`src/design/bpu_pkg.sv`:
```
package bpu_pkg;

  // ~~~~~~~~~~~~~~~~~~~~~~~~~~~~~~~~~~~~~~~~~~~~~~~~~~
  // sizes
  // ~~~~~~~~~~~~~~~~~~~~~~~~~~~~~~~~~~~~~~~~~~~~~~~~~~
  localparam int XLEN         = 32;
  localparam int BTB_ENTRIES  = 64;
  localparam int BTB_IDX_BITS = $clog2(BTB_ENTRIES);
  localparam int BTB_TAG_BITS = XLEN - 2 - BTB_IDX_BITS;  // pc bits above the index
  localparam int BHT_ENTRIES  = 256;
  localparam int BHT_IDX_BITS = $clog2(BHT_ENTRIES);
  localparam int GHR_BITS     = 8;
  localparam int RAS_DEPTH    = 4;
  localparam int RAS_PTR_BITS = $clog2(RAS_DEPTH);

  // ~~~~~~~~~~~~~~~~~~~~~~~~~~~~~~~~~~~~~~~~~~~~~~~~~~
  // types
  // ~~~~~~~~~~~~~~~~~~~~~~~~~~~~~~~~~~~~~~~~~~~~~~~~~~
  typedef enum logic [1:0] {
    COND = 2'd0,
    JUMP = 2'd1,
    CALL = 2'd2,
    RET  = 2'd3
  } br_kind_e;

  typedef struct packed {
    logic [XLEN-1:0] pc;
  } fetch_req_t;

  typedef struct packed {
    logic [XLEN-1:0] pc;
    logic            hit;
    br_kind_e        kind;
    logic [XLEN-1:0] target;
    logic            ctr_taken;     // upper bit of the gshare counter
    logic [XLEN-1:0] ras_top;
    logic            ras_nonempty;
  } lookup_t;

  typedef struct packed {
    logic [XLEN-1:0] npc;
    logic            taken;
  } pred_t;

  typedef struct packed {
    logic            valid;
    logic [XLEN-1:0] pc;
    logic            is_cond;
    logic            taken;
    logic            is_call;
    logic            is_ret;
    logic [XLEN-1:0] target;
  } update_t;

endpackage

```
`src/design/bpu_ras.sv`:
```
module bpu_ras (
  input  logic                     clk_i,
  input  logic                     rst_n_i,
  input  bpu_pkg::update_t         update_i,
  output logic [bpu_pkg::XLEN-1:0] top_o,
  output logic                     nonempty_o
);

  import bpu_pkg::*;

  logic [XLEN-1:0]         stack_q [RAS_DEPTH];
  logic [RAS_PTR_BITS-1:0] ptr_q;  // next free slot
  logic [RAS_PTR_BITS:0]   cnt_q;
  logic [RAS_PTR_BITS-1:0] top_idx;
  logic                    push;
  logic                    pop;

  assign push = update_i.valid && update_i.is_call;
  assign pop  = update_i.valid && update_i.is_ret && !update_i.is_call;

  assign top_idx    = ptr_q - RAS_PTR_BITS'(1);
  assign top_o      = stack_q[top_idx];
  assign nonempty_o = (cnt_q != '0);

  // ~~~~~~~~~~~~~~~~~~~~~~~~~~~~~~~~~~~~~~~~~~~~~~~~~~
  // pointer and occupancy
  // ~~~~~~~~~~~~~~~~~~~~~~~~~~~~~~~~~~~~~~~~~~~~~~~~~~
  always_ff @(posedge clk_i or negedge rst_n_i) begin
    if (!rst_n_i) begin
      ptr_q <= '0;
      cnt_q <= '0;
    end else if (push) begin
      ptr_q <= ptr_q + RAS_PTR_BITS'(1);  // wraps onto the oldest entry when full
      if (cnt_q != (RAS_PTR_BITS+1)'(RAS_DEPTH)) begin
        cnt_q <= cnt_q + 1'b1;
      end
    end else if (pop && nonempty_o) begin
      ptr_q <= top_idx;
      cnt_q <= cnt_q - 1'b1;
    end
  end

  always_ff @(posedge clk_i) begin
    if (push) begin
      stack_q[ptr_q] <= update_i.pc + XLEN'(4);
    end
  end

endmodule

```
`config.mk`:
```
export PLATFORM = sky130hd
export DESIGN_NAME = bpu_ras
export DESIGN_NICKNAME = d
export VERILOG_FILES = /design/src/design/bpu_pkg.sv /design/src/design/bpu_ras.sv
export SDC_FILE = /design/constraint.sdc
export NUM_CORES = 1
export LEC_CHECK = 0
export ABC_AREA = 1
export BUFFER_PORTS_ARGS = -buffer_cell sky130_fd_sc_hd__clkbuf_2
export CAP_MARGIN = 25
export CORE_ASPECT_RATIO = 0.8
export CORE_MARGIN = 2
export CORE_UTILIZATION = 30
export DETAILED_ROUTE_END_ITERATION = 8
export SKIP_CTS_REPAIR_TIMING = 1
export SYNTH_ARGS = -nofsm -noshare
export SYNTH_HDL_FRONTEND = slang
export SYNTH_SLANG_ARGS = --single-unit
```
`constraint.sdc`:
```
create_clock -name clk_i -period 3.8 [get_ports clk_i]
set_clock_uncertainty 0.15 [all_clocks]
set_input_delay 0.19 -clock clk_i [delete_from_list [all_inputs] [get_ports clk_i]]
set_output_delay 0.19 -clock clk_i [all_outputs]
set_load 0.03 [all_outputs]
```
==> impl_metrics.ini <==
[yosys]
synthCells = 537
yosys_warnings = 0
syn-cell-area_um2 = 5970
ys_seq_area_share_pct = 66.5
yosysTopAreaCell = edfxtp_1
synth-seq-cells = 133
syn_nets = 614
synth.area.top_cells = edfxtp_1, nor2_1, nand2_1
synth.distinct_cells = 26
yosysTopAreaCellShare_pct = 64.4
syn_area_per_cell_um2 = 11.1
synth_edf_count = 128
synth_ff_type = edfxtp_1
synthArstFlopShare_pct = 3.76

[min_path]
hold_class = in2async

[setup_path]
crit_buf_inv = 4
critical-path-top-delay-family = buffers and inverters
cp_common_cell = inv_1
cp_slowest_cell = inv_1
worstPathCellList = inv_1, ha_1, inv_1, buf_4, o21ai_0, o22ai_1, clkbuf_2
critPathLaunchType = flip-flop
arrival_ns = 2.58
reg2reg_setup_slack_ns = 1.27
crit_fanout = 17
cp_data_required_time_ns = 3.46
path_class = reg2out
slowest_delay_ns = 0.45
cp-end-kind = output pin

[routing]
drt_iter0_markers = 432
firstDrtPassIters = 4
vias = 4004
vias_per_cell = 4.50
wl_um = 13700
ant_nets = 0
wl_per_cell_um = 15.4
drc = 0

[sta]
finalMaxSlewViolations = 0
fmax_mhz = 342
postLayoutSetupSlackWorst_ns = 0.877
relSlewSlack_pct = 41.4
min_period_ns = 2.92
rsz0062_at_grt = false
finalSetupTns_ns = 0
tightestPinTransition_ns = 0.878
whs_ns = -0.0106
setup_violations = 0
post-route-period-util_pct = 76.9
hold_violations = 5

[finish]
layout_common_cells = edfxtp_1, nand2_1, nor2_1
post-route-util_pct = 36.5
drive_gt1_share_pct = 18.7
n_antenna_cell = 0
nNetsFinal = 692
area_growth_pct = 20.3
fin_cells = 890
final_common_cell = edfxtp_1
nFillCells = 1975
regArea_um2 = 3970
multi_input_area_um2 = 1810

[global_route]
gr-total-overflow = 0
antenna_found_initial = 0
grt_use_total_pct = 13.5
grtUsageMet3_pct = 2.89
grt_first_pass_wirelength_um = 21100
gr-usage-met2_pct = 20.2
grt-busiest-layer = met2
grt_max_degree = 68
grt_pass1_vias = 3710
use_met1_pct = 19.5

[placed_design]
dpl.cell_count = 857
globalplace.congestion = 0.851
portBuffers = 69
dp_slack_ns = 1.23
detailed_place_hpwl_um = 8940

[pwr]
leakage_nw = 2.70
ir_drop_mv = 0.377
power.density_nw_per_um2 = 783

[clocking]
cts_inserted_buffers = 17
cts_tree = yes
clock_latency_ns = 0.40
cts.reportedPaths.clkPinSlew_ns = 0.05
cts_htree_levels = 4
root_buffer = clkbuf_16
clock-sinks = 133
clockBufferDepth = 2

[floorplanning]
die_w_um = 162
row_count = 46
fp.dieArea_um2 = 21000
io_pins = 104
start_util_pct = 30.3
fp.dieH_um = 130
core_region_area_um2 = 19700

[run_status]
violations = hold timing
outcome = finished, violations left

[run]
max_cap_viol_count = 0
-- cells by family after synthesis --
family          share of synthesized area, %
compound gates                          8.89
xor+xnor                                2.47
fa+ha+maj                               1.38
buf+inv                                 3.69
flops                                   66.5
simple gates                            17.0
-- synth_stat cells (2+ instances only) --
cell type	count
dfrtp_1	5
xor2_1	9
buf_6	2
nand2_2	2
o21ai_0	66
nand2_1	98
nand3_1	14
ha_1	5
nor2_4	3
nor2_1	99
nand3b_1	8
buf_4	4
nor2_8	2
clkbuf_1	13
nor2_2	4
inv_1	28
nand2_4	2
xnor2_1	6
o22ai_1	32
buf_2	2
edfxtp_1	128
-- power by group --
group	total, mW	internal [mW]	switching [mW]
sequential	1.81	1.77	0.0457
combinational	2.32	0.601	1.72
clock	1.48	0.941	0.541
-- worst register-to-register path, delay by kind of cell (launching register included) --
kind	cells	cell delay, ns
DFF	1	0.40
buffers and inverters	4	1.05
and+or+nand+nor	1	0.33
adders and majority gates	1	0.26
-- registers in the layout, indices dropped and copies added (netlist names) --
name / cells
cnt_q: 3
stack_q: 128
ptr_q: 2
-- metrics by stage --
| step | cell area (um^2) | total power, mW | hold WS, ns |
|---|---|---|---|
| final | 7180 | 5.62 | -0.0106 |
| after global routing | 7180 | 5.93 | 0.00143 |
| after CTS | 7150 | 5.69 | -0.571 |
| after detailed placement | 6620 | 4.21 | -0.136 |
| after global placement | 6620 | 4.19 | -0.135 |
| after floorplan | 5970 | 3.47 | -0.256 |
-- path summary, 6_finish.rpt --
kind	end	start	cells after the start
setup / recovery	top_o[19]	ptr_q[1]	7
min in group clk_i	stack_q[3][3]	update_i[38]	2
max in group asynchronous	ptr_q[0]	rst_n_i	2
hold reg to reg	cnt_q[0]	cnt_q[0]	2
setup reg to reg	stack_q[2][30]	ptr_q[0]	6
hold / removal	ptr_q[1]	rst_n_i	2
-- routing by layer --
metal  up-vias  wire length, um  part of all wire, %
li1       2027                -                    -
met3         9              837                  6.1
met1      1845             6670                   49
met2       123             6000                   44
met5         -                0                    0
met4         0              159                  1.2
-- area by class of cell --
| class | count | area share, % |
|---|---|---|
| Clock buffer | 21 | 6.13 |
| Clock inverter | 9 | 1.22 |
| Inverter | 29 | 1.52 |
| Multi-Input combinational cell | 354 | 25.2 |
| Sequential cell | 133 | 55.3 |
| Tap cell | 264 | 4.60 |
| Timing Repair Buffer | 80 | 6.06 |
No activity file was read; power rests on OpenSTA's default activity.
