### config.mk
export PLATFORM = sky130hd
export DESIGN_NAME = bpu_btb
export DESIGN_NICKNAME = d
export VERILOG_FILES = /design/src/design/bpu_pkg.sv /design/src/design/bpu_btb.sv
export SDC_FILE = /design/constraint.sdc
export NUM_CORES = 2
export LEC_CHECK = 0
export BUFFER_PORTS_ARGS = -buffer_cell sky130_fd_sc_hd__clkbuf_2
export CAP_MARGIN = 10
export CORE_AREA = 4 4 522 628
export DETAILED_ROUTE_END_ITERATION = 10
export DIE_AREA = 0 0 526 632
export GPL_TIMING_DRIVEN = 0
export PLACE_DENSITY = 0.61
export SYNTH_ARGS = -nofsm -noshare
export SYNTH_HDL_FRONTEND = slang
export SYNTH_SLANG_ARGS = --single-unit
### constraint.sdc
create_clock -name clk_i -period 3.8 [get_ports clk_i]
set_clock_uncertainty 0.1 [all_clocks]
set_input_delay 0.19 -clock clk_i [delete_from_list [all_inputs] [get_ports clk_i]]
set_output_delay 0.19 -clock clk_i [all_outputs]
set_load 0.05 [all_outputs]
### src/design/bpu_pkg.sv
package bpu_pkg;

  // ~~~~~~~~~~~~~~~~~~~~~~~~~~~~~~~~~~~~~~~~~~~~~~~~~~
  // sizes
  // ~~~~~~~~~~~~~~~~~~~~~~~~~~~~~~~~~~~~~~~~~~~~~~~~~~
  localparam int XLEN         = 32;
  localparam int BTB_ENTRIES  = 64;
  localparam int BTB_IDX_BITS = $clog2(BTB_ENTRIES);
  localparam int BTB_TAG_BITS = XLEN - 2 - BTB_IDX_BITS;  // pc bits above the index
  localparam int BHT_ENTRIES  = 256;
  localparam int BHT_IDX_BITS = $clog2(BHT_ENTRIES);
  localparam int GHR_BITS     = 8;
  localparam int RAS_DEPTH    = 4;
  localparam int RAS_PTR_BITS = $clog2(RAS_DEPTH);

  // ~~~~~~~~~~~~~~~~~~~~~~~~~~~~~~~~~~~~~~~~~~~~~~~~~~
  // types
  // ~~~~~~~~~~~~~~~~~~~~~~~~~~~~~~~~~~~~~~~~~~~~~~~~~~
  typedef enum logic [1:0] {
    COND = 2'd0,
    JUMP = 2'd1,
    CALL = 2'd2,
    RET  = 2'd3
  } br_kind_e;

  typedef struct packed {
    logic [XLEN-1:0] pc;
  } fetch_req_t;

  typedef struct packed {
    logic [XLEN-1:0] pc;
    logic            hit;
    br_kind_e        kind;
    logic [XLEN-1:0] target;
    logic            ctr_taken;     // upper bit of the gshare counter
    logic [XLEN-1:0] ras_top;
    logic            ras_nonempty;
  } lookup_t;

  typedef struct packed {
    logic [XLEN-1:0] npc;
    logic            taken;
  } pred_t;

  typedef struct packed {
    logic            valid;
    logic [XLEN-1:0] pc;
    logic            is_cond;
    logic            taken;
    logic            is_call;
    logic            is_ret;
    logic [XLEN-1:0] target;
  } update_t;

endpackage

### src/design/bpu_btb.sv
module bpu_btb (
  input  logic                     clk_i,
  input  logic                     rst_n_i,
  input  logic [bpu_pkg::XLEN-1:0] lookup_pc_i,
  output logic                     hit_o,
  output bpu_pkg::br_kind_e        kind_o,
  output logic [bpu_pkg::XLEN-1:0] target_o,
  input  bpu_pkg::update_t         update_i
);

  import bpu_pkg::*;

  logic                    valid_q  [BTB_ENTRIES];
  logic [BTB_TAG_BITS-1:0] tag_q    [BTB_ENTRIES];
  br_kind_e                kind_q   [BTB_ENTRIES];
  logic [XLEN-1:0]         target_q [BTB_ENTRIES];

  logic [BTB_IDX_BITS-1:0] rd_idx;
  logic [BTB_TAG_BITS-1:0] rd_tag;
  logic [BTB_IDX_BITS-1:0] wr_idx;
  logic                    wr_en;
  br_kind_e                wr_kind;

  assign rd_idx = lookup_pc_i[2 +: BTB_IDX_BITS];
  assign rd_tag = lookup_pc_i[XLEN-1 -: BTB_TAG_BITS];

  assign hit_o    = valid_q[rd_idx] && (tag_q[rd_idx] == rd_tag);
  assign kind_o   = kind_q[rd_idx];
  assign target_o = target_q[rd_idx];

  // not-taken conditionals never allocate
  assign wr_idx = update_i.pc[2 +: BTB_IDX_BITS];
  assign wr_en  = update_i.valid &&
                  (update_i.taken || update_i.is_call || update_i.is_ret || !update_i.is_cond);

  assign wr_kind = update_i.is_ret  ? RET  :
                   update_i.is_call ? CALL :
                   update_i.is_cond ? COND : JUMP;

  always_ff @(posedge clk_i or negedge rst_n_i) begin
    if (!rst_n_i) begin
      for (int i = 0; i < BTB_ENTRIES; i++) begin
        valid_q[i] <= 1'b0;
      end
    end else if (wr_en) begin
      valid_q[wr_idx] <= 1'b1;
    end
  end

  always_ff @(posedge clk_i) begin
    if (wr_en) begin
      tag_q[wr_idx]    <= update_i.pc[XLEN-1 -: BTB_TAG_BITS];
      kind_q[wr_idx]   <= wr_kind;
      target_q[wr_idx] <= update_i.target;
    end
  end

endmodule

==> metrics <==
core area ~320000 um^2; pwr dens just over 500 nW/um^2; crit end category primary output; Row Count between 200 and 250; CTS Buffer Depth 4; final hold violation count 0; Max Freq 0.202 GHz; hpwl dp 314000 um; XOR/XNOR Fraction of Synth Area 0.00134; Worst EP arrival around 4.7 ns; Synth cell types 70; number of synthesized flops with an enable pin roughly 3700; port bufs 128; multi-input logic area approximately 30000 um^2; Post-Route Utilization 0.534; Layout area overhead 18.8%; crit path from lookup_pc_i[7]; CTS sink cnt around 3800; gr usage total 0.278; H-tree depth 5; CP delay by family, top simple AND/OR/NAND/NOR gates; DRC Markers 0; largest family of logic cells by synthesized area multiplexers; TritonCTS Buffers ~360; Cells after Synth 6014; Clk pin slew, worst setup/hold paths 0.06 ns; compound-cell area share of the yosys netlist 0.0119; part of the Yosys area used for sequential elements 0.784; Max-Cap Viols 0; RSZ-0062 raised after global routing true; Vias per Instance 6.49; Static Leak around 0.055 uW; clock period minus worst slack 4.96 ns; final worst slack -1.16 ns; Clock Latency Late Sink 0.89 ns; Overflow after GRT 0; Synth Net Count ~6100; Iter 0 DRT Violations between 10000 and 15000; hold_sp update_i[61]; ys async rst share 0.0169; setup violators final 2; Pins Over Slew Limit 0; Synth Register Bits between 3000 and 4000; highest-delay cell along the critical path nor2b_1; post-synthesis mux area share 0.179; largest net degree at the start of global routing 65; violated checks setup timing; actual slew at the worst max-slew pin 1.48 ns; top_reg_cell synth edfxtp_1; layout cells sized above 1 0.349; initial antenna violation count 24; worst stage delay on the critical path a little over 0.8 ns; Post-Synth Adder-Cell Area 0; yosys warns 0; via count 74100; first-pass detailed-route iteration total 6; Cells after DPL approximately 11000; R2R Path Start valid_q[33]; hold slack 0.147 ns; Worst Hold Class input pin to flop; Crit Path Max Fanout 10; CP cell instances clkbuf_2, clkbuf_1, clkbuf_4, nor2b_1, o2111ai_1, o21ai_0, nor3_1, a311oi_1, xor2_1, or4_4, nor4_4, clkbuf_8; sum of negative setup slack -1.17 ns; register area ~110000 um^2; WP buf/inv 4; Post-layout nets approximately 7000; width of the die 526 um; dpl ws -3.66 ns; Max-Slew Margin vs Limit 0.0133; final WL about 470000 um; GP Congestion 0.818; status complete, but fails checks; worst endpoint required time 3.51 ns; Syn Area/Cell between 20 and 25 um^2; area of the mapped netlist between 100000 and 150000 um^2; simple-gate portion of the synthesized area 0.0130; CTS root buffer clkbuf_16; die height around 630 um; Final ANT Viol Nets 0; Peak VDD IR 0.418 mV; final std cells w/o fill ~11000; vias in the first global route 72823; Routed WL per cell 41.0 um; TritonCTS clock tree done; IO Pins about 140; Initial Util 0.450; first-pass GRT wire length 630000 um; fill count 23856; Startpoint Class input pin; WS Path Type input pin to primary output; full die area 332000 um^2; final cycle utilization of the critical path 1.30
per-stage QoR:
stage                     total power, uW  instance area, um^2
after floorplan                     49800               144000
after global placement              52000               150000
after detailed placement            52300               156000
after CTS                           88200               171000
after global routing                90300               171000
final                               88000               171000
metal layers:
metal  routed length (um)  vias up  global-route usage
met5                   58        -                   0
met4                26600       10               0.129
met3                47800     1156              0.0567
met2               229000     5231               0.457
met1               165000    40045               0.360
li1                     -    27658                   -
power by group:
group          leakage [uW]  internal, uW  total, uW  switching, uW
Combinational        0.0147          2180       5550           3370
Clock               0.00572         20600      36200          15600
Sequential           0.0343         46100      46300            128
Total                0.0547         68900      88000          19100
synthesized netlist by cell type (all sizes together) (18+ instances only):
| master | n | area, um^2 |
|---|---|---|
| a21oi | 22 | 110 |
| a221oi | 33 | 295 |
| a22oi | 61 | 458 |
| buf | 179 | 1030 |
| clkbuf | 134 | 503 |
| dfrtp | 64 | 1600 |
| edfxtp | 3712 | 111000 |
| mux2 | 46 | 518 |
| mux2i | 220 | 2200 |
| mux4 | 1028 | 23200 |
| nand2 | 82 | 308 |
| nand3 | 36 | 180 |
| nand4 | 20 | 125 |
| nor2 | 97 | 364 |
| nor2b | 18 | 113 |
| o211ai | 27 | 203 |
| o21ai | 27 | 135 |
| or2 | 67 | 419 |
sequential cells by signal, indices dropped and copies added (netlist names):
name and flops:
kind_q 128, valid_q 64, target_q 2048, tag_q 1536
cell usage in the layout, fill, tap and decap left out, drive strengths merged, types with 4 or more instances in the layout:
cell	instances
and2	8
nand2b	11
xnor2	11
buf	526
edfxtp	3712
o22ai	11
nand4	20
o2111ai	10
nor3	4
nor4	6
clkbuf	703
nand3b	8
diode	8
a22oi	61
inv	7
a221oi	33
xor2	11
o211ai	27
mux4	1028
clkinvlp	9
nand2	82
nor2	97
or2	67
bufinv	36
clkinv	153
a21oi	22
mux2i	220
dlygate4sd3	21
dfrtp	64
nor2b	18
clkdlybuf4s15	4
nand3	36
a211oi	9
a22o	6
mux2	46
o21ai	27
timing repair:
| item | 4_1_cts | 5_1_grt |
|---|---|---|
| buffers inserted | 20 | 38 |
| hold buffers | 8 | 14 |
| setup endpoints to repair | 225 | 22 |
| pin swaps | 7 | 1 |
| endpoints found under the hold margin | 150 | 812 |
| gates resized for setup | 759 | 22 |
| gates cloned | 0 | 1 |
worst paths after layout:
check / end / slack [ns] / cells past startpoint
worst min register to register: valid_q[4] / 0.36 / 1
min in group asynchronous: valid_q[59] / 0.49 / 3
max in group asynchronous: valid_q[7] / 2.28 / 4
worst max register to register: valid_q[33] / 2.88 / 1
worst max-delay path: hit_o / -1.16 / 12
worst min-delay path: tag_q[7][17] / 0.15 / 2
layout make-up:
class / instances / share of cell area
Antenna cell: 8 / 0.000117
Buffer: 312 / 0.0205
Clock buffer: 446 / 0.0566
Clock inverter: 202 / 0.0116
Inverter: 3 / 0.0000657
Multi-Input combinational cell: 1922 / 0.177
Sequential cell: 3776 / 0.660
Tap cell: 4255 / 0.0311
Timing Repair Buffer: 496 / 0.0431
kinds of logic after synthesis:
| logic type | after synthesis |
|---|---|
| buf+inv | 316 |
| mux | 1294 |
| flops | 3776 |
| xor+xnor | 22 |
| compound gates | 233 |
| simple gates | 373 |
Note: power is estimated with default switching activity, not from simulation.
