### config.mk
export PLATFORM = sky130hd
export DESIGN_NAME = bpu_select
export DESIGN_NICKNAME = d
export VERILOG_FILES = /design/src/design/bpu_pkg.sv /design/src/design/bpu_select.sv
export SDC_FILE = /design/constraint.sdc
export NUM_CORES = 1
export LEC_CHECK = 0
export BUFFER_PORTS_ARGS = -buffer_cell sky130_fd_sc_hd__buf_4
export CAP_MARGIN = 10
export CORE_MARGIN = 5
export CORE_UTILIZATION = 40
export DETAILED_ROUTE_END_ITERATION = 8
export GPL_ROUTABILITY_DRIVEN = 0
export GPL_TIMING_DRIVEN = 0
export MAX_ROUTING_LAYER = met4
export PLACE_DENSITY = 0.9
export SETUP_SLACK_MARGIN = 0.02
export SYNTH_ARGS = -nofsm -noshare
export SYNTH_HDL_FRONTEND = slang
export SYNTH_SLANG_ARGS = --single-unit
### constraint.sdc
create_clock -name vclk -period 2.7
set_input_delay 0.135 -clock vclk [all_inputs]
set_output_delay 0.135 -clock vclk [all_outputs]
set_load 0.02 [all_outputs]
### src/design/bpu_pkg.sv
package bpu_pkg;

  // ~~~~~~~~~~~~~~~~~~~~~~~~~~~~~~~~~~~~~~~~~~~~~~~~~~
  // sizes
  // ~~~~~~~~~~~~~~~~~~~~~~~~~~~~~~~~~~~~~~~~~~~~~~~~~~
  localparam int XLEN         = 32;
  localparam int BTB_ENTRIES  = 64;
  localparam int BTB_IDX_BITS = $clog2(BTB_ENTRIES);
  localparam int BTB_TAG_BITS = XLEN - 2 - BTB_IDX_BITS;  // pc bits above the index
  localparam int BHT_ENTRIES  = 256;
  localparam int BHT_IDX_BITS = $clog2(BHT_ENTRIES);
  localparam int GHR_BITS     = 8;
  localparam int RAS_DEPTH    = 4;
  localparam int RAS_PTR_BITS = $clog2(RAS_DEPTH);

  // ~~~~~~~~~~~~~~~~~~~~~~~~~~~~~~~~~~~~~~~~~~~~~~~~~~
  // types
  // ~~~~~~~~~~~~~~~~~~~~~~~~~~~~~~~~~~~~~~~~~~~~~~~~~~
  typedef enum logic [1:0] {
    COND = 2'd0,
    JUMP = 2'd1,
    CALL = 2'd2,
    RET  = 2'd3
  } br_kind_e;

  typedef struct packed {
    logic [XLEN-1:0] pc;
  } fetch_req_t;

  typedef struct packed {
    logic [XLEN-1:0] pc;
    logic            hit;
    br_kind_e        kind;
    logic [XLEN-1:0] target;
    logic            ctr_taken;     // upper bit of the gshare counter
    logic [XLEN-1:0] ras_top;
    logic            ras_nonempty;
  } lookup_t;

  typedef struct packed {
    logic [XLEN-1:0] npc;
    logic            taken;
  } pred_t;

  typedef struct packed {
    logic            valid;
    logic [XLEN-1:0] pc;
    logic            is_cond;
    logic            taken;
    logic            is_call;
    logic            is_ret;
    logic [XLEN-1:0] target;
  } update_t;

endpackage

### src/design/bpu_select.sv
module bpu_select (
  input  bpu_pkg::lookup_t lookup_i,
  output bpu_pkg::pred_t   pred_o
);

  import bpu_pkg::*;

  logic [XLEN-1:0] fall_through;
  logic [XLEN-1:0] redirect_pc;
  logic            redirect;

  assign fall_through = lookup_i.pc + XLEN'(4);

  always_comb begin
    redirect    = 1'b0;
    redirect_pc = lookup_i.target;
    if (lookup_i.hit) begin
      unique case (lookup_i.kind)
        COND: begin
          redirect = lookup_i.ctr_taken;
        end
        JUMP, CALL: begin
          redirect = 1'b1;
        end
        RET: begin
          redirect = 1'b1;
          // empty stack falls back to the last recorded target
          if (lookup_i.ras_nonempty) begin
            redirect_pc = lookup_i.ras_top;
          end
        end
        default: begin
          redirect = 1'b0;
        end
      endcase
    end
  end

  assign pred_o.npc   = redirect ? redirect_pc : fall_through;
  assign pred_o.taken = redirect;

endmodule

==> impl_results.md, run 1 <==
* Starting DRT DRC Count at 92
* Drt first pass iters at 4
* First-pass GRT wire length at 8630 µm
* Worst hold slack at 0.578 ns
* Max-slew headroom at 0.384
* Full die area at 4480 µm²
* Final #Nets at 438
* Clock buffer cells at 0
* Placed cells at 378
* Via density per instance at 5.44
* Worst EP arrival at 2.14 ns
* Final Util at 0.766
* Non-Filler Instances at 378
* Resized Gates After CTS at 0
* Status: finished, final reports clean
* Worst setup path class: input pin to output pin
* Post-route design area at 2360 µm²
* Vias in the first global route at 1943
* Port-buffer cells at 134
* Critical path capture point type: output pin
* Register area share after synthesis at 0
* Synth warn at 0
* Total gr overflow at 0
* Initial Utilization at 0.422
* Largest net degree at the start of global routing at 11
* Power Density at 170 nW/µm²
* RSZ-0062 raised after global routing: false
* Post-Place Setup Slack at 0.433 ns
* # IOs at 134
* DP Area at 2360 µm²
* Max cap viols at 0
* GRT Util Overall at 0.244
* Row count at 20
* TNS Setup at 0 ns
* Routed WL per cell at 14.6 µm
* Via Count at 2057
* Final HPWL DP at 4730 µm
* Synth Cell Area at 1300 µm²
* Fin. Hold Viols at 0
* Number of diodes at 0
* Pwr Total at 401 µW
* Gate Count Post-Synth at 200
* Period minus WS final at 2.27 ns
* FF+latch count at 0
* Share of layout cells above drive strength 1 at 0.500
* Initial antenna violation count at 0
* Syn_nets at 302
* HP Class: input pin to output pin
* Post-Syn Area per Cell at 6.49 µm²
* Total wire length at 5530 µm
* Static Leak at 1.08 nW
* Slew @ Worst Pin at 0.916 ns
* Final WS setup at 0.425 ns
* Final Cycle Share at 0.843
* Remaining DRCs at 0
* Critical Path Fanout Max at 10
* Hold buffers post-CTS at 0
* Core area at 3080 µm²
* Startpoint Class: input pin
* CP required at 2.57 ns
* Post-route ant nets at 0
* Die X at 67.0 µm
* Post-CTS Setup Inserts at 0
* Fmax at 440 MHz
* Peak supply drop at 93.0 µV
* Final setup viols at 0
* Library cells used by synthesis at 30
* Area grow syn2layout at 81.8%
* Die Height at 67.0 µm
* Register area at 0 µm²
* Max Slew Vio Count at 0
-- layout by cell type, fill, tap and decap left out --
cell        n
a21oi_1    12
a31oi_1    15
and3_1      1
and4_1      1
buf_2       2
buf_4     135
clkbuf_1   11
clkbuf_2    1
ha_1        1
inv_1       6
mux2_2     26
mux2i_1     6
nand2_1    12
nand3_1     9
nand3_2     1
nand3b_1    1
nand4_1     6
nand4_2     1
nor2_1     30
nor3_1      4
nor4_1      2
o21ai_0    10
o31ai_1    10
o41ai_1     1
or3_1       6
or4_1       9
or4_4       1
or4b_1      1
xnor2_1    11
xor2_1      2
-- logic make-up after synthesis --
kind of cell	after synthesis	synth area share
xor+xnor	13	0.0878
mux	32	0.272
fa+ha+maj	1	0.00964
compound gates	48	0.222
buf+inv	21	0.0665
simple gates	85	0.342
-- worst paths after layout --
| check | startpoint | to | slack, ns | depth (start not counted) |
|---|---|---|---|---|
| worst max-delay path | lookup_i[71] | pred_o[25] | 0.43 | 8 |
| worst min-delay path | lookup_i[71] | pred_o[3] | 0.58 | 3 |
-- metal layers --
metal | part of all wire | vias up | track usage
li1 | - | 1031 | -
met1 | 0.38 | 914 | 0.291
met2 | 0.51 | 102 | 0.442
met3 | 0.086 | 10 | 0.0270
met4 | 0.019 | 0 | 0.0481
met5 | 0 | - | -
-- area by class of cell --
class / count / area (µm²)
Buffer: 15 / 63.8
Fill cell: 270 / 719
Inverter: 6 / 22.5
Multi-Input combinational cell: 179 / 1210
Tap cell: 44 / 55.1
Timing Repair Buffer: 134 / 1010
-- synthesized netlist by cell type (all sizes together) (7+ instances only) --
cell,count,share of area
a21oi,12,0.046
or4,10,0.061
mux2,26,0.23
clkbuf,12,0.036
o31ai,10,0.058
a31oi,15,0.072
o21ai,10,0.039
nor2,30,0.087
nand4,7,0.039
nand3,10,0.042
nand2,12,0.035
xnor2,11,0.074
-- worst max-delay path: stages --
cell     delay, ns
buf_4         0.10
ha_1          0.19
nand3_1       0.19
or4_4         0.63
buf_2         0.22
or3_1         0.35
a31oi_1       0.17
buf_4         0.16
-- power by group --
| group | internal, mW | switching (mW) |
|---|---|---|
| combinational | 0.212 | 0.189 |
| sequential | 0 | 0 |
| clock | 0 | 0 |
| total | 0.212 | 0.189 |
No activity file was read; power rests on OpenSTA's default activity.
==> run 2: changes to the inputs <==
ABC_AREA = 1   (was default)
CORE_UTILIZATION = 41   (was 40)
PLACE_DENSITY = 0.86   (was 0.9)
clock period = 2.1 ns   (was 2.7 ns; I/O delays follow)
==> impl_results.md, run 2 <==
* Status: finished, final reports clean (unchanged)
* Register area share after synthesis at 0 (unchanged)
* Worst hold slack at 0.528 ns (was 0.578 ns)
* Max Slew Vio Count at 0 (unchanged)
* Full die area at 5120 µm² (was 4480 µm²)
* Yosys top cell by area: nand2_1 (was mux2_2)
* Share of layout cells above drive strength 1 at 0.362 (was 0.500)
* Synth warn at 0 (unchanged)
* Area grow syn2layout at 68.6% (was 81.8%)
* Port-buffer cells at 134 (unchanged)
* Syn_nets at 440 (was 302)
* Post-Place Setup Slack at 0.613 ns (was 0.433 ns)
* Period minus WS final at 1.49 ns
* Pwr Total at 545 µW (was 401 µW)
* Critical Path Fanout Max at 6 (was 10)
* Slew @ Worst Pin at 0.418 ns (was 0.916 ns)
* Die Height at 71.6 µm (was 67.0 µm)
* Core area at 3660 µm² (was 3080 µm²)
* Vias in the first global route at 2431 (was 1943)
* Filler Cells Inserted at 379 (was 270)
* First-pass GRT wire length at 10400 µm (was 8630 µm)
* Total gr overflow at 0 (unchanged)
* Met2 routed WL at 3390 µm (was 2830 µm)
* Post-synth top area share at 0.244 (was 0.226)
* Worst setup startpoint: lookup_i[71] (unchanged)
* Area contributors post-synth: nand2_1 (24%), nor2_1 (19%), nand3_1 (9.7%) (was mux2_2 (23%), nor2_1 (8.7%), xnor2_1 (7.4%))
* Gate Count Post-Synth at 338 (was 200)
* Total wire length at 6630 µm (was 5530 µm)
* TNS Setup at 0 ns (unchanged)
* Final setup viols at 0 (unchanged)
* Power Density at 208 nW/µm² (was 170 nW/µm²)
* Max-slew headroom at 0.721 (was 0.384)
* Most common cell after layout, fill and taps aside: buf_4 (unchanged)
* Post-CTS Setup Inserts at 0 (unchanged)
* Final Util at 0.716 (was 0.766)
* Non-Filler Instances at 520 (was 378)
* Final HPWL DP at 5750 µm (was 4730 µm)
* Number of diodes at 0 (unchanged)
* Static Leak at 1.39 nW (was 1.08 nW)
* Resized Gates After CTS at 0 (unchanged)
* Met1 wire length at 2720 µm (was 2130 µm)
* Initial Utilization at 0.424 (was 0.422)
* HP Class: input pin to output pin (unchanged)
* Post-route design area at 2620 µm² (was 2360 µm²)
* Most frequent cells in the layout: buf_4 (137), nand2_1 (101), nor2_1 (79) (was buf_4 (135), nor2_1 (30), mux2_2 (26))
* Worst setup path class: input pin to output pin (unchanged)
* Final #Nets at 576 (was 438)
* FF+latch count at 0 (unchanged)
* Largest net degree at the start of global routing at 11 (unchanged)
* Startpoint Class: input pin (unchanged)
* Peak supply drop at 160 µV (was 93.0 µV)
* Die X at 71.6 µm (was 67.0 µm)
* Post-route ant nets at 0 (unchanged)
* DP Area at 2620 µm² (was 2360 µm²)
* Row count at 22 (was 20)
* Register area at 0 µm² (unchanged)
* Highest routed layer: met4 (unchanged)
* Critical path capture point type: output pin (unchanged)
* Clock buffer cells at 0 (unchanged)
* Final Cycle Share at 0.710
* Hold buffers post-CTS at 0 (unchanged)
* Max cap viols at 0 (unchanged)
* RSZ-0062 raised after global routing: false (unchanged)
* Routed WL per cell at 12.7 µm (was 14.6 µm)
* Synth cell count leaders: nand2_1 (101), nor2_1 (79), nand3_1 (30) (was nor2_1 (30), mux2_2 (26), a31oi_1 (15))
* Worst EP arrival at 1.39 ns (was 2.14 ns)
* GRT Util Overall at 0.248 (was 0.244)
* Final WS setup at 0.610 ns (was 0.425 ns)
* Via density per instance at 5.02 (was 5.44)
* Fin. Hold Viols at 0 (unchanged)
* Post-Syn Area per Cell at 4.60 µm² (was 6.49 µm²)
* Drt first pass iters at 4 (unchanged)
* Synth Cell Area at 1550 µm² (was 1300 µm²)
* Library cells used by synthesis at 25 (was 30)
* Most frequent cell after synthesis: nand2_1 (was nor2_1)
* Routed wl met3 at 465 µm (was 478 µm)
* Via Count at 2609 (was 2057)
* Hold_sp: lookup_i[64] (was lookup_i[71])
* Starting DRT DRC Count at 152 (was 92)
* CP required at 2.00 ns (was 2.57 ns)
* Placed cells at 520 (was 378)
* Remaining DRCs at 0 (unchanged)
* # IOs at 134 (unchanged)
* Initial antenna violation count at 0 (unchanged)
* Fmax at 671 MHz
[run 2: cell types whose count changed after synthesis, sizes merged, moves of 15 or more]
cell	before	now
nor2	30	93
o21ai	10	42
nand3	10	30
mux2	26	0
inv	6	27
a31oi	15	0
nand2	12	106
[run 2: cell families (layout without fill, tap and decap cells)]
group	count (synthesis)	in the layout	synth area share
AOI/OAI and AO/OA	58	58	0.200
xor gates and xnor gates	3	3	0.0169
adders and majority gates	1	1	0.00805
buffers and inverters	40	174	0.111
and+or+nand+nor	236	236	0.664
[run 2: worst paths after layout]
path	to	slack (ns)	cells past startpoint
max	pred_o[13]	0.61	10
min	pred_o[31]	0.53	4
[run 2: routing by layer]
metal / GRT usage / vias to the layer above
li1: - / 1354
met1: 0.302 / 1152
met2: 0.451 / 99
met3: 0.0224 / 4
met4: 0.0334 / 0
met5: - / -
[run 2: critical path, stage by stage]
cell and delay (ns):
buf_4 0.12, ha_1 0.20, nand2_1 0.13, nor2_4 0.07, nand2_4 0.13, nor2_4 0.07, or2_2 0.27, nand2_1 0.09
nand2_1 0.05, buf_4 0.15
[run 2: cell type report]
class / count / area [µm²] / share of cell area
plain buffers: 13 / 71.3 / 0.0272
inverters: 27 / 101 / 0.0387
multi-input cells: 298 / 1380 / 0.527
well taps: 48 / 60.1 / 0.0229
repair buffers: 134 / 1010 / 0.384
[run 2: power breakdown]
group          internal, mW  switching [mW]
Sequential                0               0
Clock                     0               0
Combinational         0.268           0.277
