### config.mk
export PLATFORM = sky130hd
export DESIGN_NAME = bpu_bht
export DESIGN_NICKNAME = d
export VERILOG_FILES = /design/src/design/bpu_pkg.sv /design/src/design/bpu_bht.sv
export SDC_FILE = /design/constraint.sdc
export NUM_CORES = 1
export LEC_CHECK = 0
export BUFFER_PORTS_ARGS = -buffer_cell sky130_fd_sc_hd__buf_4
export CORE_ASPECT_RATIO = 0.5
export CORE_MARGIN = 3
export CORE_UTILIZATION = 50
export CTS_BUF_LIST = sky130_fd_sc_hd__clkbuf_8
export DETAILED_ROUTE_END_ITERATION = 10
export PLACE_DENSITY = 0.73
export RECOVER_POWER = 100
export SYNTH_ARGS = -nofsm -noshare
export SYNTH_HDL_FRONTEND = slang
export SYNTH_SLANG_ARGS = --single-unit
### constraint.sdc
create_clock -name clk_i -period 9.1 [get_ports clk_i]
set_clock_uncertainty 0.15 [all_clocks]
set_input_delay 1.82 -clock clk_i [delete_from_list [all_inputs] [get_ports clk_i]]
set_output_delay 1.82 -clock clk_i [all_outputs]
set_load 0.005 [all_outputs]
### src/design/bpu_pkg.sv
package bpu_pkg;

  // ~~~~~~~~~~~~~~~~~~~~~~~~~~~~~~~~~~~~~~~~~~~~~~~~~~
  // sizes
  // ~~~~~~~~~~~~~~~~~~~~~~~~~~~~~~~~~~~~~~~~~~~~~~~~~~
  localparam int XLEN         = 32;
  localparam int BTB_ENTRIES  = 64;
  localparam int BTB_IDX_BITS = $clog2(BTB_ENTRIES);
  localparam int BTB_TAG_BITS = XLEN - 2 - BTB_IDX_BITS;  // pc bits above the index
  localparam int BHT_ENTRIES  = 256;
  localparam int BHT_IDX_BITS = $clog2(BHT_ENTRIES);
  localparam int GHR_BITS     = 8;
  localparam int RAS_DEPTH    = 4;
  localparam int RAS_PTR_BITS = $clog2(RAS_DEPTH);

  // ~~~~~~~~~~~~~~~~~~~~~~~~~~~~~~~~~~~~~~~~~~~~~~~~~~
  // types
  // ~~~~~~~~~~~~~~~~~~~~~~~~~~~~~~~~~~~~~~~~~~~~~~~~~~
  typedef enum logic [1:0] {
    COND = 2'd0,
    JUMP = 2'd1,
    CALL = 2'd2,
    RET  = 2'd3
  } br_kind_e;

  typedef struct packed {
    logic [XLEN-1:0] pc;
  } fetch_req_t;

  typedef struct packed {
    logic [XLEN-1:0] pc;
    logic            hit;
    br_kind_e        kind;
    logic [XLEN-1:0] target;
    logic            ctr_taken;     // upper bit of the gshare counter
    logic [XLEN-1:0] ras_top;
    logic            ras_nonempty;
  } lookup_t;

  typedef struct packed {
    logic [XLEN-1:0] npc;
    logic            taken;
  } pred_t;

  typedef struct packed {
    logic            valid;
    logic [XLEN-1:0] pc;
    logic            is_cond;
    logic            taken;
    logic            is_call;
    logic            is_ret;
    logic [XLEN-1:0] target;
  } update_t;

endpackage

### src/design/bpu_bht.sv
module bpu_bht (
  input  logic                         clk_i,
  input  logic                         rst_n_i,
  input  logic [bpu_pkg::XLEN-1:0]     lookup_pc_i,
  output logic                         taken_o,
  input  bpu_pkg::update_t             update_i,
  output logic [bpu_pkg::GHR_BITS-1:0] ghr_o
);

  import bpu_pkg::*;

  logic [1:0]              ctr_q [BHT_ENTRIES];
  logic [GHR_BITS-1:0]     ghr_q;
  logic [BHT_IDX_BITS-1:0] ghr_ext;
  logic [BHT_IDX_BITS-1:0] rd_idx;
  logic [BHT_IDX_BITS-1:0] wr_idx;
  logic [1:0]              wr_ctr;
  logic                    wr_en;

  // ~~~~~~~~~~~~~~~~~~~~~~~~~~~~~~~~~~~~~~~~~~~~~~~~~~
  // gshare index
  // ~~~~~~~~~~~~~~~~~~~~~~~~~~~~~~~~~~~~~~~~~~~~~~~~~~
  assign ghr_ext = BHT_IDX_BITS'(ghr_q);
  assign rd_idx  = lookup_pc_i[2 +: BHT_IDX_BITS] ^ ghr_ext;
  assign wr_idx  = update_i.pc[2 +: BHT_IDX_BITS] ^ ghr_ext;  // history before this shift

  assign taken_o = ctr_q[rd_idx][1];
  assign ghr_o   = ghr_q;

  assign wr_en = update_i.valid && update_i.is_cond;

  always_comb begin
    wr_ctr = ctr_q[wr_idx];
    if (update_i.taken && wr_ctr != 2'b11) begin
      wr_ctr = wr_ctr + 2'b01;
    end else if (!update_i.taken && wr_ctr != 2'b00) begin
      wr_ctr = wr_ctr - 2'b01;
    end
  end

  always_ff @(posedge clk_i or negedge rst_n_i) begin
    if (!rst_n_i) begin
      for (int i = 0; i < BHT_ENTRIES; i++) begin
        ctr_q[i] <= 2'b01;  // weakly not taken
      end
      ghr_q <= '0;
    end else if (wr_en) begin
      ctr_q[wr_idx] <= wr_ctr;
      ghr_q         <= {ghr_q[GHR_BITS-2:0], update_i.taken};
    end
  end

endmodule

==> tab_implementation.tex <==
\begin{tabular}{lr}
\hline
Metric & Value \\
\hline
\multicolumn{2}{l}{\textbf{Outcome}} \\
Result of the run & complete, but fails checks \\
Failing checks & capacitance limit, slew limit \\
\multicolumn{2}{l}{\textbf{Synthesis}} \\
Cell count after synthesis & 2178 \\
Synth Warn \# & 0 \\
Synthesized netlist net count & 2283 \\
Main area contributors after synthesis & sky130\_fd\_sc\_hd\_\_dfstp\_2 (25\%), sky130\_fd\_sc\_hd\_\_dfrtp\_1 (25\%), sky130\_fd\_sc\_hd\_\_mux4\_2 (18\%), sky130\_fd\_sc\_hd\_\_mux2\_2 (11\%), sky130\_fd\_sc\_hd\_\_nand2\_1 (8.5\%) \\
Post-synthesis instance area & 26680 um\^{}2 \\
Sequential-to-total area share from yosys stat & 0.4996 \\
Most frequently used flop master after synthesis & sky130\_fd\_sc\_hd\_\_dfrtp\_1 \\
Number of register bits inferred by synthesis & 520 \\
Library cells used by synthesis & 44 \\
Share of synthesized flip-flops with an asynchronous set or reset & 1.000 \\
Post-synthesis area per instance & 12.25 um\^{}2 \\
Area leader, netlist & sky130\_fd\_sc\_hd\_\_dfstp\_2 \\
Number of flops mapped to enable cells by yosys & 0 \\
Area share of the largest cell type after synthesis & 0.2521 \\
\multicolumn{2}{l}{\textbf{Clock tree}} \\
Number of buffers inserted to repair setup after CTS & 0 \\
Number of buffers on the longest clock path & 3 \\
Post-cts sizing count & 0 \\
Num CTS Buffers & 78 \\
Root buffer cell & sky130\_fd\_sc\_hd\_\_clkbuf\_8 \\
Clk Latency, worst-skew pair & 660 ps \\
Clk pin slew, worst setup/hold paths & 70 ps \\
CTS tree & done \\
Maximum level of the CTS H-tree & 3 \\
Clock net sink count & 520 \\
CTS hold repair buffers & 0 \\
\multicolumn{2}{l}{\textbf{Finish}} \\
Area overhead of the layout relative to synthesis & 9.997\% \\
Total Nets Final & 2294 \\
Final Instance Count excl. Fillers & 2953 \\
Share of layout cells above drive strength 1 & 0.4260 \\
Most frequent cells in the layout & sky130\_fd\_sc\_hd\_\_nand2\_1 (606), sky130\_fd\_sc\_hd\_\_mux2\_2 (265), sky130\_fd\_sc\_hd\_\_dfrtp\_1 (264), sky130\_fd\_sc\_hd\_\_o21ai\_0 (257), sky130\_fd\_sc\_hd\_\_dfstp\_2 (256) \\
Share of the core filled with cells & 0.5608 \\
Most frequent standard cell in the layout excluding fill and tap cells & sky130\_fd\_sc\_hd\_\_nand2\_1 \\
\multicolumn{2}{l}{\textbf{Detailed routing}} \\
Total wire length after detailed routing & 73620 um \\
Wire length per cell & 24.93 um \\
DR vias & 18530 \\
DR pass1 iterations & 7 \\
DRC marker count from the first detailed-route iteration & 1998 \\
Number of vias per cell & 6.276 \\
Remaining design rule violation count & 0 \\
Post-detailed-route count of antenna-violating nets & 0 \\
\multicolumn{2}{l}{\textbf{Floorplan}} \\
Floorplan die area & 56350 um\^{}2 \\
Row count & 59 \\
Die span in x & between 300 and 400 um \\
Initial standard-cell utilization of the core & 0.5098 \\
Die extent in y & about 170 um \\
Total core area & 52340 um\^{}2 \\
Count of pins on the block boundary & 112 \\
\multicolumn{2}{l}{\textbf{Place}} \\
Inst Count DP & 2810 \\
Half-perimeter wire length of the detailed placement result & 43470 um \\
Quantity of I/O buffers inserted on ports & 29 \\
Final Wtd Congestion & 0.8901 \\
Post-placement worst setup slack & around 2000 ps \\
\multicolumn{2}{l}{\textbf{Timing}} \\
RSZ-0062 raised after global routing & false \\
Slew margin rel. & -1.873 \\
Setup violation total in the final timing report & 0 \\
Fin crit share & 0.8390 \\
Hold violation total from the final report & 0 \\
Max Slew Vio Count & 512 \\
Period minus WS final & $\sim$7600 ps \\
Hold WS & 325.0 ps \\
Setup TNS & 0 ps \\
Final critical-path setup slack & 1465 ps \\
Achievable frequency & 131.0 MHz \\
Slew at the pin closest to its max-slew limit & 4309 ps \\
\multicolumn{2}{l}{\textbf{Power and ir drop}} \\
Switching fraction of total power & 0.4505 \\
Share of power burned in registers & 0.341 \\
Comb pwr share & 0.440 \\
Power Density & 328.0 nW/um\^{}2 \\
Maximum vdd drop & 1.166 mV \\
Switching power & $\sim$4.3 mW \\
Reported leakage power & 11.79 nW \\
Clk network pwr share & 0.218 \\
Internal Pwr Total & 5.291 mW \\
\multicolumn{2}{l}{\textbf{Critical path}} \\
Critical path start-end classification & in2out \\
Setup crit start kind & primary input \\
Worst path cell trace & buf\_4 -> xnor2\_4 -> clkbuf\_4 -> mux4\_2 -> mux4\_2 -> mux4\_2 -> nor2b\_1 -> a211oi\_1 -> a21oi\_1 -> buf\_4 \\
Nature of the critical path endpoint & primary output \\
Reg-to-reg startpoint & ghr\_o[0] \\
Cell seen most often among critical-path stages & sky130\_fd\_sc\_hd\_\_mux4\_2 \\
Required time at the worst-slack endpoint & 7130 ps \\
Crit path launch & lookup\_pc\_i[2] \\
Arrival @ worst endpoint & 5660 ps \\
Delay of the slowest cell on the worst path & about 1200 ps \\
Slowest cell on the critical path & sky130\_fd\_sc\_hd\_\_clkbuf\_4 \\
Biggest fanout along the worst timing path & 64 \\
\multicolumn{2}{l}{\textbf{Global route}} \\
Number of global-route vias before repair & 19150 \\
Overflow after GRT & 0 \\
Pin count of the biggest net entering global routing & 177 \\
First-pass GRT wire length & between 100000 and 150000 um \\
Number of antenna violations at the first check in global routing & 3 \\
Overall fraction of global-route tracks in use & 0.2661 \\
\multicolumn{2}{l}{\textbf{Hold path}} \\
Min-Delay Path Class & reg2reg \\
Startpoint of the most critical hold path & ctr\_q[150] \\
\multicolumn{2}{l}{\textbf{Run}} \\
Max-capacitance violation count & 5 \\
\hline
\end{tabular}
synth_stat cells, types with 2 or more instances:
master and count:
sky130_fd_sc_hd__buf_4 40, sky130_fd_sc_hd__a21oi_1 9, sky130_fd_sc_hd__o22ai_1 2, sky130_fd_sc_hd__nor3b_1 2, sky130_fd_sc_hd__dfrtp_1 264, sky130_fd_sc_hd__a21boi_0 3, sky130_fd_sc_hd__o221ai_1 3, sky130_fd_sc_hd__buf_1 2
sky130_fd_sc_hd__a41oi_1 6, sky130_fd_sc_hd__or3_1 4, sky130_fd_sc_hd__nor2b_1 2, sky130_fd_sc_hd__buf_2 17, sky130_fd_sc_hd__mux4_2 215, sky130_fd_sc_hd__inv_1 2, sky130_fd_sc_hd__nor4_1 3, sky130_fd_sc_hd__nor2_1 44
sky130_fd_sc_hd__nand2_1 606, sky130_fd_sc_hd__nand4_1 14, sky130_fd_sc_hd__dfstp_2 256, sky130_fd_sc_hd__o21ai_0 257, sky130_fd_sc_hd__clkbuf_2 23, sky130_fd_sc_hd__xor2_1 12, sky130_fd_sc_hd__ha_1 2, sky130_fd_sc_hd__mux2i_1 16
sky130_fd_sc_hd__mux2_2 265, sky130_fd_sc_hd__xnor2_1 9, sky130_fd_sc_hd__clkbuf_1 53, sky130_fd_sc_hd__buf_6 9, sky130_fd_sc_hd__xnor2_2 2, sky130_fd_sc_hd__a22oi_1 5, sky130_fd_sc_hd__nand3_1 18
cells by family (layout without fill, tap and decap cells):
kind of cell,after synthesis,count (layout),synth area share
xor+xnor,25,25,0.009753
buf+inv,146,219,0.03057
flops,520,520,0.4996
fa+ha+maj,2,2,0.0009376
compound gates,294,294,0.05861
other cells,0,1,0
simple gates,695,695,0.1012
mux,496,496,0.2993
metal layers:
metal / routed length (um) / part of all wire / GRT usage
met1: 29190 / 0.40 / 0.3582
met2: 33390 / 0.45 / 0.4079
met3: 7618 / 0.10 / 0.07532
met4: 3377 / 0.046 / 0.1187
met5: 45 / 0.00061 / 0
stage by stage:
| stage | power (mW) | instance area (um^2) |
|---|---|---|
| 2_1_floorplan | 6.316 | 26680 |
| 3_3_place_gp | 7.434 | 27710 |
| 4_1_cts | 9.605 | 29430 |
| 5_1_grt | 10.10 | 29350 |
| 6_report | 9.628 | 29350 |
| 3_5_place_dp | 7.506 | 27710 |
flip-flops by register name, indices dropped and copies added, names as in the netlist:
| signal | count |
|---|---|
| ghr_o | 8 |
| ctr_q | 512 |
power by group through the flow:
stage | Combinational, mW | Clock [mW] | Sequential [mW]
global placement | 4.16 | 0 | 3.28
global route | 4.53 | 2.23 | 3.34
CTS | 4.20 | 2.12 | 3.28
finish | 4.24 | 2.10 | 3.28
floorplan | 3.13 | 0 | 3.18
detailed placement | 4.20 | 0 | 3.31
final cells by class:
cell class | count | area (um^2)
fill | 4171 | 22990
sequential | 520 | 13330
multi-input combinational | 1512 | 12790
clock buffer | 106 | 1459
tap | 701 | 877.1
timing repair buffer | 75 | 623.1
clock inverter | 36 | 256.5
inverter | 2 | 7.507
antenna | 1 | 2.502
final timing paths:
path                              end  cells past startpoint  slack [ps]
setup / recovery              taken_o                     10        1470
hold / removal             ctr_q[150]                      2         330
setup reg to reg           ctr_q[503]                     15        2240
hold reg to reg            ctr_q[150]                      2         330
max in group asynchronous  ctr_q[249]                      2        2950
min in group asynchronous  ctr_q[423]                      1        1060
critical path, delay by kind of cell:
family | cells | cell delay [ps]
multiplexers | 3 | 1760
buffers and inverters | 3 | 1470
AO/OA/AOI/OAI | 2 | 300
XOR/XNOR | 1 | 140
AND/OR/NAND/NOR | 1 | 140
(Power assumes the default switching activity.)
